$ cat config.mk
export PLATFORM = sky130hd
export DESIGN_NAME = dac_sweep_top
export DESIGN_NICKNAME = d
export VERILOG_FILES = /design/src/dac_sweep_pkg.sv /design/src/dac_sweep_top.sv /design/src/dac_sequencer.sv /design/src/dac_word_rom.sv /design/src/sweep_gen.sv /design/src/spi_master.sv /design/src/uart_rx.sv
export SDC_FILE = /design/constraint.sdc
export NUM_CORES = 1
export LEC_CHECK = 0
export BUFFER_PORTS_ARGS = -buffer_cell sky130_fd_sc_hd__buf_2
export CAP_MARGIN = 0
export CORE_MARGIN = 2
export CORE_UTILIZATION = 55
export CTS_CLUSTER_DIAMETER = 60
export DETAILED_ROUTE_END_ITERATION = 10
export HOLD_SLACK_MARGIN = 0.06
export PLACE_DENSITY = 0.79
export SYNTH_ARGS = -nofsm -noshare
export SYNTH_HDL_FRONTEND = slang
export SYNTH_SLANG_ARGS = --single-unit
$ cat constraint.sdc
create_clock -name clk -period 2.29 [get_ports clk]
set_input_delay 0.458 -clock clk [delete_from_list [all_inputs] [get_ports clk]]
set_output_delay 0.458 -clock clk [all_outputs]
set_load 0.01 [all_outputs]
$ cat src/dac_sweep_pkg.sv
package dac_sweep_pkg;

  // sequencer states, one per kind of frame
  typedef enum logic [1:0] {
    ST_IDLE,
    ST_SOFT_RESET,
    ST_LDAC_SETUP,
    ST_SET_CHANNEL
  } seq_state_e;

  // which word the ROM builds
  typedef enum logic [2:0] {
    SEL_RESET,
    SEL_LDAC,
    SEL_CH_A,
    SEL_CH_B,
    SEL_CH_C,
    SEL_CH_D
  } word_sel_e;

  typedef struct packed {
    logic [3:0]  cmd;
    logic [3:0]  addr;
    logic [15:0] data;
  } dac_word_t;

  typedef struct packed {
    logic [7:0] a;
    logic [7:0] b;
    logic [7:0] c;
    logic [7:0] d;
  } sweep_levels_t;

  localparam logic [3:0] CMD_RESET        = 4'h5;
  localparam logic [3:0] CMD_LDAC         = 4'h6;
  localparam logic [3:0] CMD_WRITE_UPDATE = 4'h3;

  localparam logic [3:0] ADDR_CH_A = 4'h0;
  localparam logic [3:0] ADDR_CH_B = 4'h1;
  localparam logic [3:0] ADDR_CH_C = 4'h2;
  localparam logic [3:0] ADDR_CH_D = 4'h3;

  localparam dac_word_t WORD_RESET = '{cmd: CMD_RESET, addr: 4'h0, data: 16'h0001};
  localparam dac_word_t WORD_LDAC  = '{cmd: CMD_LDAC, addr: 4'h0, data: 16'h000f}; // ldac pin ignored

  localparam logic [7:0] CHAR_START = 8'h68; // "h"
  localparam logic [7:0] CHAR_STOP  = 8'h73; // "s"

endpackage
$ cat src/dac_sweep_top.sv
module dac_sweep_top #(
  parameter int         CLKS_PER_BIT = 868,
  parameter int         CLK_DIV      = 4,
  parameter int         FRAME_GAP    = 16,
  parameter logic [7:0] UP_X         = 8'd161,
  parameter logic [7:0] DOWN_X       = 8'd21,
  parameter logic [7:0] UP_Y         = 8'd141,
  parameter logic [7:0] DOWN_Y       = 8'd41
) (
  input  logic clk,
  input  logic rst,
  input  logic rx,
  output logic sclk,
  output logic mosi,
  output logic cs_n,
  output logic running
);
  import dac_sweep_pkg::*;

  logic          [7:0] rx_byte;
  logic                rx_valid;
  logic                spi_start;
  logic                spi_done;
  logic                advance;
  word_sel_e           word_sel;
  dac_word_t           tx_word;
  sweep_levels_t       levels;

  uart_rx #(.CLKS_PER_BIT(CLKS_PER_BIT)) u_uart_rx (
    .clk, .rst, .rx, .rx_byte, .rx_valid
  );

  dac_sequencer #(.FRAME_GAP(FRAME_GAP)) u_dac_sequencer (
    .clk, .rst, .rx_byte, .rx_valid, .spi_done,
    .word_sel, .spi_start, .advance, .running
  );

  sweep_gen #(
    .UP_X(UP_X), .DOWN_X(DOWN_X), .UP_Y(UP_Y), .DOWN_Y(DOWN_Y)
  ) u_sweep_gen (
    .clk, .rst, .advance, .levels
  );

  dac_word_rom u_dac_word_rom (.clk, .word_sel, .levels, .tx_word);

  spi_master #(.CLK_DIV(CLK_DIV)) u_spi_master (
    .clk, .rst, .spi_start, .tx_word,
    .sclk, .mosi, .cs_n, .busy(), .spi_done // busy only feeds its own check
  );

endmodule

$ cat src/dac_sequencer.sv
module dac_sequencer #(
  parameter int FRAME_GAP = 16
) (
  input  logic                     clk,
  input  logic                     rst,
  input  logic [7:0]               rx_byte,
  input  logic                     rx_valid,
  input  logic                     spi_done,
  output dac_sweep_pkg::word_sel_e word_sel,
  output logic                     spi_start,
  output logic                     advance,
  output logic                     running
);
  import dac_sweep_pkg::*;

  localparam int GAP_W = $clog2(FRAME_GAP + 2);

  seq_state_e       state_q;
  logic [1:0]       ch_q;    // channel of the frame in flight
  logic [GAP_W-1:0] gap_q;   // nonzero while waiting between frames
  logic             pend_q;  // word_sel just set, start goes out next
  logic             start_cmd;
  logic             stop_cmd;
  logic             launch;
  word_sel_e        ch_sel;

  assign start_cmd = rx_valid && rx_byte == CHAR_START && state_q == ST_IDLE;
  assign stop_cmd  = rx_valid && rx_byte == CHAR_STOP && state_q != ST_IDLE;
  assign launch    = gap_q == GAP_W'(1); // last gap cycle
  assign running   = state_q != ST_IDLE;
  assign advance   = spi_done && state_q == ST_SET_CHANNEL && ch_q == 2'd0;

  always_comb begin
    case (ch_q)
      2'd0:    ch_sel = SEL_CH_A;
      2'd1:    ch_sel = SEL_CH_B;
      2'd2:    ch_sel = SEL_CH_C;
      default: ch_sel = SEL_CH_D;
    endcase
  end

  always_ff @(posedge clk) begin
    if (rst) begin
      state_q   <= ST_IDLE;
      ch_q      <= 2'd0;
      gap_q     <= '0;
      pend_q    <= 1'b0;
      spi_start <= 1'b0;
      word_sel  <= SEL_RESET;
    end else begin
      spi_start <= pend_q && !stop_cmd; // start dropped if a stop lands here
      pend_q    <= 1'b0;
      if (stop_cmd) begin
        // frame on the wire finishes by itself
        state_q <= ST_IDLE;
        gap_q   <= '0;
      end else if (state_q == ST_IDLE) begin
        if (start_cmd) begin
          state_q  <= ST_SOFT_RESET;
          word_sel <= SEL_RESET;
          pend_q   <= 1'b1;
        end
      end else begin
        if (gap_q != '0) gap_q <= gap_q - 1'b1;
        if (launch) begin
          word_sel <= (state_q == ST_LDAC_SETUP) ? SEL_LDAC : ch_sel;
          pend_q   <= 1'b1;
        end
        if (spi_done) begin
          gap_q <= GAP_W'(FRAME_GAP + 1);
          case (state_q)
            ST_SOFT_RESET: state_q <= ST_LDAC_SETUP;
            ST_LDAC_SETUP: begin
              state_q <= ST_SET_CHANNEL;
              ch_q    <= 2'd0;
            end
            default: ch_q <= ch_q + 2'd1; // A B C D then A
          endcase
        end
      end
    end
  end

  assert property (@(posedge clk) disable iff (rst) state_q == ST_IDLE |-> !spi_start)
    else $error("spi_start issued while idle");

endmodule

$ cat src/dac_word_rom.sv
module dac_word_rom (
  input  logic                         clk,
  input  dac_sweep_pkg::word_sel_e     word_sel,
  input  dac_sweep_pkg::sweep_levels_t levels,
  output dac_sweep_pkg::dac_word_t     tx_word
);
  import dac_sweep_pkg::*;

  // write and update one channel, level in the upper data byte
  function automatic dac_word_t ch_word(input logic [3:0] addr, input logic [7:0] level);
    dac_word_t w;
    w.cmd  = CMD_WRITE_UPDATE;
    w.addr = addr;
    w.data = {level, 8'h00};
    return w;
  endfunction

  always_ff @(posedge clk) begin
    case (word_sel)
      SEL_RESET: tx_word <= WORD_RESET;
      SEL_LDAC:  tx_word <= WORD_LDAC;
      SEL_CH_A:  tx_word <= ch_word(ADDR_CH_A, levels.a);
      SEL_CH_B:  tx_word <= ch_word(ADDR_CH_B, levels.b);
      SEL_CH_C:  tx_word <= ch_word(ADDR_CH_C, levels.c);
      SEL_CH_D:  tx_word <= ch_word(ADDR_CH_D, levels.d);
      default:   tx_word <= WORD_RESET;
    endcase
  end

endmodule

$ cat src/sweep_gen.sv
module sweep_gen #(
  parameter logic [7:0] UP_X   = 8'd161,
  parameter logic [7:0] DOWN_X = 8'd21,
  parameter logic [7:0] UP_Y   = 8'd141,
  parameter logic [7:0] DOWN_Y = 8'd41
) (
  input  logic                         clk,
  input  logic                         rst,
  input  logic                         advance,
  output dac_sweep_pkg::sweep_levels_t levels
);

  always_ff @(posedge clk) begin
    if (rst) begin
      levels.a <= DOWN_X;
      levels.b <= UP_X;
      levels.c <= DOWN_Y;
      levels.d <= UP_Y;
    end else if (advance) begin
      if (levels.a > UP_X) begin
        // x pair wraps, y pair takes one step
        levels.a <= DOWN_X;
        levels.b <= UP_X;
        if (levels.c > UP_Y) begin
          levels.c <= DOWN_Y;
          levels.d <= UP_Y;
        end else begin
          levels.c <= levels.c + 8'd1;
          levels.d <= levels.d - 8'd1;
        end
      end else begin
        levels.a <= levels.a + 8'd1;
        levels.b <= levels.b - 8'd1;
      end
    end
  end

  // a and c may sit one above their limit until the next wrap
  assert property (@(posedge clk) disable iff (rst)
    levels.a >= DOWN_X && {1'b0, levels.a} <= {1'b0, UP_X} + 9'd1)
    else $error("level a out of range: %0d", levels.a);

  assert property (@(posedge clk) disable iff (rst)
    levels.c >= DOWN_Y && {1'b0, levels.c} <= {1'b0, UP_Y} + 9'd1)
    else $error("level c out of range: %0d", levels.c);

endmodule

$ cat src/spi_master.sv
module spi_master #(
  parameter int CLK_DIV = 4
) (
  input  logic                     clk,
  input  logic                     rst,
  input  logic                     spi_start,
  input  dac_sweep_pkg::dac_word_t tx_word,
  output logic                     sclk,
  output logic                     mosi,
  output logic                     cs_n,
  output logic                     busy,
  output logic                     spi_done
);
  import dac_sweep_pkg::*;

  localparam int WORD_BITS = $bits(dac_word_t);
  localparam int DIV_W     = $clog2(CLK_DIV + 1);
  localparam int HALF_W    = $clog2(2 * WORD_BITS);

  typedef enum logic [1:0] {
    SPI_IDLE,
    SPI_SETUP,
    SPI_SHIFT,
    SPI_HOLD
  } spi_state_e;

  spi_state_e           state_q;
  logic [DIV_W-1:0]     div_q;
  logic [HALF_W-1:0]    half_q;  // sclk half period index in the frame
  logic [WORD_BITS-1:0] shift_q;
  logic                 half_end;

  assign half_end = div_q == DIV_W'(CLK_DIV - 1);
  assign busy     = state_q != SPI_IDLE;
  assign mosi     = shift_q[WORD_BITS-1]; // zeros shifted in, idles low

  always_ff @(posedge clk) begin
    if (rst) begin
      state_q  <= SPI_IDLE;
      div_q    <= '0;
      half_q   <= '0;
      shift_q  <= '0;
      sclk     <= 1'b0;
      cs_n     <= 1'b1;
      spi_done <= 1'b0;
    end else begin
      spi_done <= 1'b0;
      div_q    <= (state_q == SPI_IDLE || half_end) ? '0 : div_q + 1'b1;
      case (state_q)
        SPI_IDLE: begin
          if (spi_start) begin
            shift_q <= tx_word;
            cs_n    <= 1'b0;
            state_q <= SPI_SETUP;
          end
        end
        SPI_SETUP: begin
          if (half_end) begin
            sclk    <= 1'b1; // first rise samples the msb
            half_q  <= '0;
            state_q <= SPI_SHIFT;
          end
        end
        SPI_SHIFT: begin
          if (half_end) begin
            if (half_q == HALF_W'(2 * WORD_BITS - 1)) begin
              state_q <= SPI_HOLD;
            end else begin
              half_q <= half_q + 1'b1;
              sclk   <= ~sclk;
              if (sclk) shift_q <= {shift_q[WORD_BITS-2:0], 1'b0}; // next bit on fall
            end
          end
        end
        default: begin
          if (half_end) begin
            cs_n     <= 1'b1;
            spi_done <= 1'b1;
            state_q  <= SPI_IDLE;
          end
        end
      endcase
    end
  end

  assert property (@(posedge clk) disable iff (rst) cs_n |-> !sclk)
    else $error("sclk high while cs_n is high");

  assert property (@(posedge clk) disable iff (rst) spi_start |-> !busy)
    else $error("spi_start while a frame is in flight");

endmodule

$ cat src/uart_rx.sv
module uart_rx #(
  parameter int CLKS_PER_BIT = 868
) (
  input  logic       clk,
  input  logic       rst,
  input  logic       rx,
  output logic [7:0] rx_byte,
  output logic       rx_valid
);

  localparam int CNT_W = $clog2(CLKS_PER_BIT + 1);

  typedef enum logic [1:0] {
    RX_IDLE,
    RX_START,
    RX_DATA,
    RX_STOP
  } rx_state_e;

  rx_state_e        state_q;
  logic [1:0]       sync_q;  // two flop synchronizer
  logic [CNT_W-1:0] cnt_q;
  logic [2:0]       bit_q;
  logic [7:0]       shift_q;
  logic             rx_s;
  logic             bit_end;

  assign rx_s    = sync_q[1];
  assign bit_end = cnt_q == CNT_W'(CLKS_PER_BIT - 1);
  assign rx_byte = shift_q; // valid with rx_valid

  always_ff @(posedge clk) begin
    if (rst) begin
      state_q  <= RX_IDLE;
      sync_q   <= 2'b11;
      cnt_q    <= '0;
      bit_q    <= '0;
      rx_valid <= 1'b0;
    end else begin
      sync_q   <= {sync_q[0], rx};
      rx_valid <= 1'b0;
      cnt_q    <= cnt_q + 1'b1;
      case (state_q)
        RX_IDLE: begin
          cnt_q <= '0;
          if (!rx_s) state_q <= RX_START;
        end
        RX_START: begin
          // recheck start bit at its middle, glitches go back to idle
          if (cnt_q == CNT_W'(CLKS_PER_BIT / 2 - 1)) begin
            cnt_q   <= '0;
            bit_q   <= '0;
            state_q <= rx_s ? RX_IDLE : RX_DATA;
          end
        end
        RX_DATA: begin
          if (bit_end) begin
            cnt_q   <= '0;
            shift_q <= {rx_s, shift_q[7:1]}; // lsb first
            bit_q   <= bit_q + 1'b1;
            if (bit_q == 3'd7) state_q <= RX_STOP;
          end
        end
        default: begin
          if (bit_end) begin
            rx_valid <= rx_s; // framing error drops the byte
            state_q  <= RX_IDLE;
          end
        end
      endcase
    end
  end

endmodule

# After elaboration in Yosys (flattened, before gate mapping)
# Index checks and enable logic that the tools add are counted.
# W data, S select, Z words.
word_totals:
  input_bits: 3
  elab_cells: 172
  ff_bits: 133
  out_inout_bits: 4
classes:
  n_lt_le_gt_ge: 2
  n_eq_ne: 33
  n_bitwise: 7
  n_reduce_logical: 41
  muxes: 53
  n_addsub: 10
op_table:
  columns: ["cell", "n"]
  rows:
  - ["$pmux W23 S5", 1]
  - ["$mux W24", 4]
  - ["$pmux W24 S2", 1]
  - ["$mux W16", 2]
  - ["$pmux W10 S3", 1]
  - ["$mux W2", 14]
  - ["$mux W10", 2]
  - ["$mux W3", 6]
  - ["$mux W6", 3]
  - ["$add A8 B1 Y8 const B", 2]
  - ["$eq A8 B7 Y1 const B", 2]
  - ["$gt A8 B8 Y1 const B", 2]
  - ["$ne A2 B1 Y1 const B", 8]
  - ["$reduce_bool A2 Y1", 8]
  - ["$sub A8 B1 Y8 const B", 2]
  - ["$reduce_and A3 Y1", 5]
  - ["$reduce_and A5 Y1", 3]
  - ["$pmux W2 S3", 2]
  - ["$pmux W6 S2", 1]
  - ["$add A10 B1 Y10 const B", 1]
  - ["$eq A10 B10 Y1 const B", 1]
  - ["$eq A10 B9 Y1 const B", 1]
  - ["$eq A2 B2 Y1 const B", 5]
  - ["$mux W5", 2]
  - ["other kinds (28)", 67]

# Depth between registers and ports, before layout
# Gate-level depths: netlist (run 1).
depth:
  depth_word: 5
  mapped_depth: 9
  mapped_depth_nobuf: 7

# Hierarchy
# A second synthesis (run 1) with hierarchy kept.
hier_totals:
  cells_unflattened: 636
  area_unflattened_um2: 6249.7
by_module_without_submodules:
  columns: ["module", "cells_each", "area_each_um2", "instances"]
  rows:
  - ["spi_master", 200, 2018.2, 1]
  - ["sweep_gen", 178, 1624.1, 1]
  - ["uart_rx", 106, 1132.3, 1]
  - ["dac_sequencer", 89, 807.0, 1]
  - ["dac_word_rom", 63, 668.1, 1]

# Worst setup path before layout (run 1)
# No wires, ideal clock.
synth_timing:
  kind: "register to register"
  start: "reg u_uart_rx.cnt_q[3]"
  end: "reg u_uart_rx.shift_q[0] (netlist: u_uart_rx.rx_byte[0]), enable pin"
  t_required_ps: 1907
  arrival_ps: 1833
  stages_incl_launch_ff: 4
  setup_time_ps: 383
  slack_ps: 73
  n_path_buf: 0
  cell_sequence: "dfxtp_1 or3b_1 or4_4 nor3_1"
synth_between:
  elab_chain_cells: 2
synth_lines:
  columns: ["element", "line", "source"]
  rows:
  - ["from (decl)", "uart_rx.sv:22", "logic [CNT_W-1:0] cnt_q;"]
  - ["from (signal assigned)", "uart_rx.sv:42", "cnt_q <= cnt_q + 1'b1;"]
  - ["$eq A10 B10 Y1", "uart_rx.sv:29", "assign bit_end = cnt_q == CNT_W'(CLKS_PER_BIT - 1);"]
  - ["$reduce_and A3 Y1 (no source line)", null, null]
  - ["to (signal assigned)", "uart_rx.sv:59", "shift_q <= {rx_s, shift_q[7:1]};"]
  - ["to (decl)", "uart_rx.sv:24", "logic [7:0] shift_q;"]
# Every way passes these cells.
# A chain may end at the register's enable or synchronous reset.

# Final worst setup path (run 1)
layout_timing:
  start: "reg u_uart_rx.cnt_q[3]"
  end: "reg u_uart_rx.cnt_q[3]"
layout_between:
  elab_chain_cells: 3
  elab_cells_between_ends: 6
layout_lines:
  columns: ["element", "line", "source"]
  rows:
  - ["$add A10 B1 Y10, or another cell as far along", "uart_rx.sv:42", null]
  - ["$mux W10, on equally long branches", "uart_rx.sv:57, uart_rx.sv:50", null]
  - ["$pmux W10 S3 (*)", "uart_rx.sv:43", "case (state_q)"]
# Every way passes the cells marked *; elsewhere a longest branch is shown, timed or not.

==> summary.md, run 1 <==
| Metric | Value |
|---|---|
| Yosys top cell by area | `dfxtp_1` |
| Post-synthesis register bit count | `124` |
| Fin util | `between 60% and 70%` |
| Starting Density | `a little under three fifths` |
| Synth warnings | `0` |
| Reg clk slew, reported paths | `around 0.060 ns` |
| Worst Setup End Kind | `flip-flop` |
| Initial antenna violation count | `0` |
| Postcts setup bufs | `0` |
| Syn nets | `620` |
| H-tree depth | `4` |
| Max_cap viols | `0` |
| Buffers on Ports | `6` |
| R2R Setup Slk | `around 0.18 ns` |
| Ys flop type | `dfxtp_1` |
| First-pass GRT wire length | `17.79 mm` |
| Routed wire per std cell | `13.87 um` |
| Share of the clock period used by the worst path | `92.32%` |
| Mapped Area | `5568 um^2` |
| RSZ-0062 raised after global routing | `false` |
| Slew Viols, Final | `0` |
| Die Area | `roughly 11000 um^2` |
| Int Pwr | `4.341 mW` |
| RR Endpoint | `u_uart_rx.cnt_q[3]` |
| VDD IR max | `0.3702 mV` |
| Max Clock Freq | `473.0 MHz` |
| Hold slack | `0.1166 ns` |
| Grt ovf | `0` |
| Pwr dens | `between 800 and 900 nW/um^2` |
| N_diodes | `0` |
| Initial DRC count | `~190` |
| TritonCTS Buffers | `17` |
| Comb power frac | `10.5%` |
| Routability cong. | `0.8360` |
| Layout cells sized above 1 | `10.38%` |
| Via/cell ratio | `5.692` |
| Hold Crit Class | `in2reg` |
| Final WL | `10.26 mm` |
| Worst Path Required | `between 2 and 3 ns` |
| Gr usage total | `about a fifth` |
| Final nets | `625` |
| Crit path max fanout | `11` |
| Crit path to | `u_uart_rx.cnt_q[3]` |
| Syn avg cell area | `between 9 and 10 um^2` |
| Place WS | `0.1534 ns` |
| Post-synth EDFFs | `8` |
| Setup_tns | `0 ns` |
| # rows | `36` |
| Worst-Skew Late Latency | `0.52 ns` |
| Reg2reg start | `u_uart_rx.cnt_q[3]` |
| # IOs | `7` |
| CP Launch Type | `flip-flop` |
| P&R area growth vs syn | `13.73%` |
| Psw | `1.333 mW` |
| Lkg Pwr | `2.240 nW` |
| Die height | `104.6 um` |
| Mapped Cells | `589` |
| Routed Antenna Nets | `0` |
| Area of the core | `about 9800 um^2` |
| Sw Ratio | `23.49%` |
| Synth top area share | `41.71%` |
| Post-synthesis async set-or-reset flop share | `0%` |
| Setup violators final | `0` |
| Clock Tree Root | `clkbuf_8` |
| Final HPWL DP | `6.852 mm` |
| CTS tree | `done` |
| Clock share of power | `47.4%` |
| CP Launch Point | `u_uart_rx.cnt_q[3]` |
| Clk sinks | `around 120` |
| DRT Pass-1 Iters | `5` |
| Clock Skews | `0.007599 ns` |
| Largest net degree at the start of global routing | `48` |
| Critical path class | `reg2reg` |
| Cts hold-fix bufs | `0` |
| Synth area leaders | `dfxtp_1 42%, ha_1 6.3%, mux2i_1 5.6%, nor2_1 4.4%, edfxtp_1 4.3%` |
| Fin worst setup slack | `0.1758 ns` |
| DR vias | `4212` |
| Reg power frac | `42.1%` |
| Hold Vio Cnt, Final | `0` |
| Synth unique cells | `62` |
| Final min period | `~2.1 ns` |
| Worst slew pin tran | `~0.56 ns` |
| Path depth of the worst reg2reg path | `5` |
| Clock buffer depth | `2` |
| Die width | `about 100 um` |
| CP Data Arrival Time | `2.53 ns` |
| Status | `complete, no violations` |
| Dominant cell by count in the synthesized netlist | `dfxtp_1` |
| Post-synth top cells | `116 x dfxtp_1, 66 x nor2_1, 33 x a21oi_1` |
| # DRC | `0` |
| Slew HR | `62.68%` |
| Post-synthesis sequential area ratio | `46.02%` |
| Vias in the first global route | `4032` |
worst min-delay path by stage:
stage | from | cells past startpoint | end | slack [ns]
floorplan | u_uart_rx.sync_q[0] | 1 | u_uart_rx.sync_q[1] | 0.39
global placement | u_uart_rx.sync_q[0] | 1 | u_uart_rx.sync_q[1] | 0.39
detailed placement | u_uart_rx.sync_q[0] | 1 | u_uart_rx.sync_q[1] | 0.40
CTS | rx | 2 | u_uart_rx.sync_q[0] | 0.1
global route | rx | 2 | u_uart_rx.sync_q[0] | 0.11
finish | rx | 2 | u_uart_rx.sync_q[0] | 0.12
stage by stage:
| step | total power [mW] | cells | instance area [um^2] |
|---|---|---|---|
| final | 5.675 | 740 | 6332 |
| after global routing | 5.905 | 740 | 6332 |
| after CTS | 5.711 | 740 | 6326 |
| after detailed placement | 3.018 | 708 | 5718 |
| after global placement | 2.991 | 708 | 5718 |
| after floorplan | 2.894 | 589 | 5568 |
what timing repair did:
item / CTS / global route
hold endpoints to repair: 0 / 0
endpoints found under the setup margin: 0 / 4
resized for setup: 0 / 1
kinds of logic (layout without fill, tap and decap cells):
| family | Yosys count | in the layout | synth area share [%] |
|---|---|---|---|
| AOI/OAI and AO/OA | 114 | 114 | 13.55 |
| xor gates and xnor gates | 30 | 30 | 4.719 |
| adders and majority gates | 28 | 28 | 6.292 |
| buffers and inverters | 59 | 77 | 4.584 |
| DFF | 124 | 124 | 46.02 |
| muxes | 33 | 33 | 5.978 |
| and+or+nand+nor | 201 | 201 | 18.85 |
critical path, stage by stage, from the launching register on:
cell	delay (ns)
dfxtp_1	0.33
or3b_1	0.39
or4_4	0.54
a22oi_4	0.37
a21o_2	0.30
nor2_1	0.07
power by group through the flow:
stage	logic, mW	clock network (mW)	registers, mW
2_1_floorplan	0.474	0	2.42
3_3_place_gp	0.563	0	2.43
3_5_place_dp	0.584	0	2.43
4_1_cts	0.592	2.73	2.39
5_1_grt	0.661	2.84	2.41
6_report	0.595	2.69	2.39
per-layer routing:
metal	share of wire (%)	vias to the layer above	global-route usage, %	routed length [um]
li1	-	2103	-	-
met1	46	1999	24.60	4706
met2	48	86	31.75	4923
met3	3.9	24	5.802	397
met4	2.3	0	9.619	233
met5	0	-	0	0
cell type report:
| type | instances | area, um^2 |
|---|---|---|
| clock buffer | 28 | 536.8 |
| clock inverter | 4 | 71.32 |
| fill | 805 | 3487 |
| inverter | 29 | 108.9 |
| multi-input combinational | 406 | 2769 |
| sequential | 124 | 2562 |
| tap | 133 | 166.4 |
| timing repair buffer | 16 | 117.6 |
cells in the final DEF, fill, tap and decap left out, types with 7 or more instances in the layout:
| cell | instances |
|---|---|
| inv_1 | 29 |
| xnor2_1 | 9 |
| nand2b_1 | 9 |
| nor3_1 | 15 |
| a21oi_1 | 33 |
| xor2_1 | 21 |
| o21ai_0 | 18 |
| nand4_1 | 10 |
| nand3_1 | 16 |
| clkbuf_16 | 17 |
| and3_1 | 9 |
| mux2i_1 | 31 |
| o22ai_1 | 9 |
| nand2_1 | 26 |
| buf_4 | 9 |
| nor2_1 | 66 |
| dfxtp_1 | 116 |
| edfxtp_1 | 8 |
| clkbuf_8 | 7 |
| ha_1 | 28 |
| a211oi_1 | 21 |
registers in the layout (all words and copies together) (netlist names), 2 cells and up:
register / count
u_dac_sequencer.word_sel: 3
u_dac_sequencer.ch_q: 2
u_uart_rx.sync_q: 2
u_spi_master.state_q: 2
u_uart_rx.cnt_q: 10
u_dac_sequencer.state_q: 2
u_spi_master.div_q: 3
u_sweep_gen.levels: 32
u_uart_rx.state_q: 2
u_spi_master.shift_q: 24
u_uart_rx.bit_q: 3
u_uart_rx.rx_byte: 8
u_dac_sequencer.gap_q: 5
u_spi_master.half_q: 6
u_dac_word_rom.tx_word: 14
No activity file was read; power rests on OpenSTA's default activity.
==> inputs of run 2 (changes only) <==
--- a/config.mk
+++ b/config.mk
@@ -6,13 +6,13 @@
 export NUM_CORES = 1
 export LEC_CHECK = 0
 export BUFFER_PORTS_ARGS = -buffer_cell sky130_fd_sc_hd__buf_2
-export CAP_MARGIN = 0
 export CORE_MARGIN = 2
 export CORE_UTILIZATION = 55
 export CTS_CLUSTER_DIAMETER = 60
 export DETAILED_ROUTE_END_ITERATION = 10
 export HOLD_SLACK_MARGIN = 0.06
 export PLACE_DENSITY = 0.79
+export RECOVER_POWER = 25
 export SYNTH_ARGS = -nofsm -noshare
 export SYNTH_HDL_FRONTEND = slang
 export SYNTH_SLANG_ARGS = --single-unit
==> run 2 against run 1 <==
Die area is the same. Wire length is essentially flat. Core utilization shrank 0.11 points. Sequential share of layout area grew 0.072 points. Critical path depth is the same. Clock skew is essentially flat. Sequential power is essentially flat. Maximum frequency shrank 0.63%. Sequential cell count is the same. Critical path type unchanged. Critical endpoint is now u_uart_rx.state_q[1]. Largest cell class unchanged.
==> summary.md, run 2 (synthesis results as in run 1) <==
| Metric | Value |
|---|---|
| First-pass GRT wire length | `17.79 mm (unchanged)` |
| CP Data Arrival Time | `2.54 ns (was 2.53 ns)` |
| Final WL | `10.26 mm (about the same)` |
| Die height | `104.6 um (unchanged)` |
| Clock buffer depth | `2 (unchanged)` |
| Pwr dens | `897.5 nW/um^2 (was 896.1 nW/um^2)` |
| Via/cell ratio | `5.697 (was 5.692)` |
| Met2 usage | `31.75% (unchanged)` |
| Most frequent cells in the layout | `116 x dfxtp_1, 66 x nor2_1, 33 x a21oi_1 (unchanged)` |
| Max_cap viols | `0 (unchanged)` |
| Fin util | `64.37% (was 64.49%)` |
| Max reg flops | `32 (unchanged)` |
| Share of the clock period used by the worst path | `92.91% (was 92.32%)` |
| RSZ-0062 raised after global routing | `false (unchanged)` |
| Placed insts | `708 (unchanged)` |
| Die width | `104.6 um (unchanged)` |
| Buffers on Ports | `6 (unchanged)` |
| Vias in the first global route | `4032 (unchanged)` |
| Worst slew pin tran | `1.218 ns (was 0.5587 ns)` |
| Gr usage total | `19.86% (unchanged)` |
| Most common cell after layout, fill and taps aside | `dfxtp_1 (unchanged)` |
| H-tree depth | `4 (unchanged)` |
| Layout cells sized above 1 | `9.555% (was 10.38%)` |
| Multi-input logic area | `2769 um^2 (unchanged)` |
| Finished Layout Cells | `740 (unchanged)` |
| Slew Viols, Final | `0 (unchanged)` |
| Routed Antenna Nets | `0 (unchanged)` |
| Path depth of the worst reg2reg path | `5 (unchanged)` |
| Largest regs | `u_sweep_gen.levels (32), u_spi_master.shift_q (24), u_dac_word_rom.tx_word (14) (unchanged)` |
| Status | `complete, no violations (unchanged)` |
| Final HPWL DP | `6.852 mm (unchanged)` |
| Tot Pwr | `5.673 mW (was 5.675 mW)` |
| Reg clk slew, reported paths | `0.06 ns (about the same)` |
| Worst-Skew Late Latency | `0.52 ns (about the same)` |
| Routability cong. | `0.8360 (unchanged)` |
| Hold path cells | `2 (unchanged)` |
| Setup_tns | `0 ns (unchanged)` |
| Clock Tree Root | `clkbuf_8 (unchanged)` |
| Max Clock Freq | `470.0 MHz (was 473.0 MHz)` |
| Routed wire per std cell | `13.87 um (about the same)` |
| Fillers | `810 (was 805)` |
| Clock Skews | `0.007600 ns (was 0.007599 ns)` |
| Hold Crit Class | `in2reg (unchanged)` |
| Worst Path Required | `2.71 ns (was 2.70 ns)` |
| VDD IR max | `0.3703 mV (was 0.3702 mV)` |
| DRT Pass-1 Iters | `5 (unchanged)` |
| Grt ovf | `0 (unchanged)` |
| Crit path max fanout | `4 (was 11)` |
| CTS tree | `done (unchanged)` |
| Hold slack | `0.1166 ns (about the same)` |
| Slew HR | `18.81% (was 62.68%)` |
| Starting Density | `56.70% (unchanged)` |
| Most flops, register | `u_sweep_gen.levels (unchanged)` |
| Hold Vio Cnt, Final | `0 (unchanged)` |
| CP Launch Type | `flip-flop (unchanged)` |
| Final min period | `2.128 ns (was 2.114 ns)` |
| Critical path class | `reg2reg (unchanged)` |
| DR vias | `4216 (was 4212)` |
| TritonCTS Buffers | `17 (unchanged)` |
| Die Area | `10940 um^2 (unchanged)` |
| Initial DRC count | `200 (was 187)` |
| Busiest grt layer | `met2 (unchanged)` |
| Largest net degree at the start of global routing | `48 (unchanged)` |
| P&R area growth vs syn | `13.53% (was 13.73%)` |
| N_diodes | `0 (unchanged)` |
| Lkg Pwr | `2.223 nW (was 2.240 nW)` |
| Register Area | `2562 um^2 (unchanged)` |
| M3 GR Usage | `5.802% (unchanged)` |
| Area of the core | `9819 um^2 (unchanged)` |
| # DRC | `0 (unchanged)` |
| Worst Setup End Kind | `flip-flop (unchanged)` |
| GR Util met1 | `24.60% (unchanged)` |
| # IOs | `7 (unchanged)` |
| # rows | `36 (unchanged)` |
| Setup violators final | `0 (unchanged)` |
| Initial antenna violation count | `0 (unchanged)` |
| Clk sinks | `124 (unchanged)` |
| Final nets | `625 (unchanged)` |
[run 2: report_power, final]
group / switching, mW / internal (mW)
combinational: 0.352 / 0.240
sequential: 0.0800 / 2.31
clock: 0.902 / 1.79
[run 2: path summary, 6_finish.rpt]
kind | start | end | slack, ns
setup / recovery | u_uart_rx.cnt_q[3] | u_uart_rx.state_q[1] | 0.16
hold / removal | rx | u_uart_rx.sync_q[0] | 0.12
setup reg to reg | u_uart_rx.cnt_q[3] | u_uart_rx.state_q[1] | 0.16
hold reg to reg | u_uart_rx.sync_q[0] | u_uart_rx.sync_q[1] | 0.41
[run 2: layout make-up]
class	instances	share of cell area, %
multi-input cells	406	43.80
flip-flops and latches	124	40.54
clock buffers	28	8.492
well taps	133	2.633
inverters	29	1.722
repair buffers	16	1.683
clock inverters	4	1.128
[run 2: routing by layer]
layer | routed length [um] | vias up
li1 | - | 2103
met4 | 233 | 0
met2 | 4921 | 94
met3 | 418 | 24
met5 | 0 | -
met1 | 4689 | 1995
[run 2: timing repair]
item,CTS,global route
setup endpoints to repair,0,4
gates resized for setup,0,1
buffers inserted,0,0
hold buffers,0,0
[run 2: worst max-delay path: stages (launching register included)]
cell and delay, ns:
dfxtp_1 0.33, or3b_1 0.39, or4_4 0.54, a21oi_1 0.37, a311oi_1 0.16, a31o_1 0.22
[run 2: metrics by stage]
step | setup WS, ns | cell area [um^2]
6_report | 0.1623 | 6321
5_1_grt | 0.01568 | 6321
3_5_place_dp | 0.1534 | 5718
3_3_place_gp | 0.2347 | 5718
2_1_floorplan | 0.07345 | 5568
4_1_cts | 0.1362 | 6326
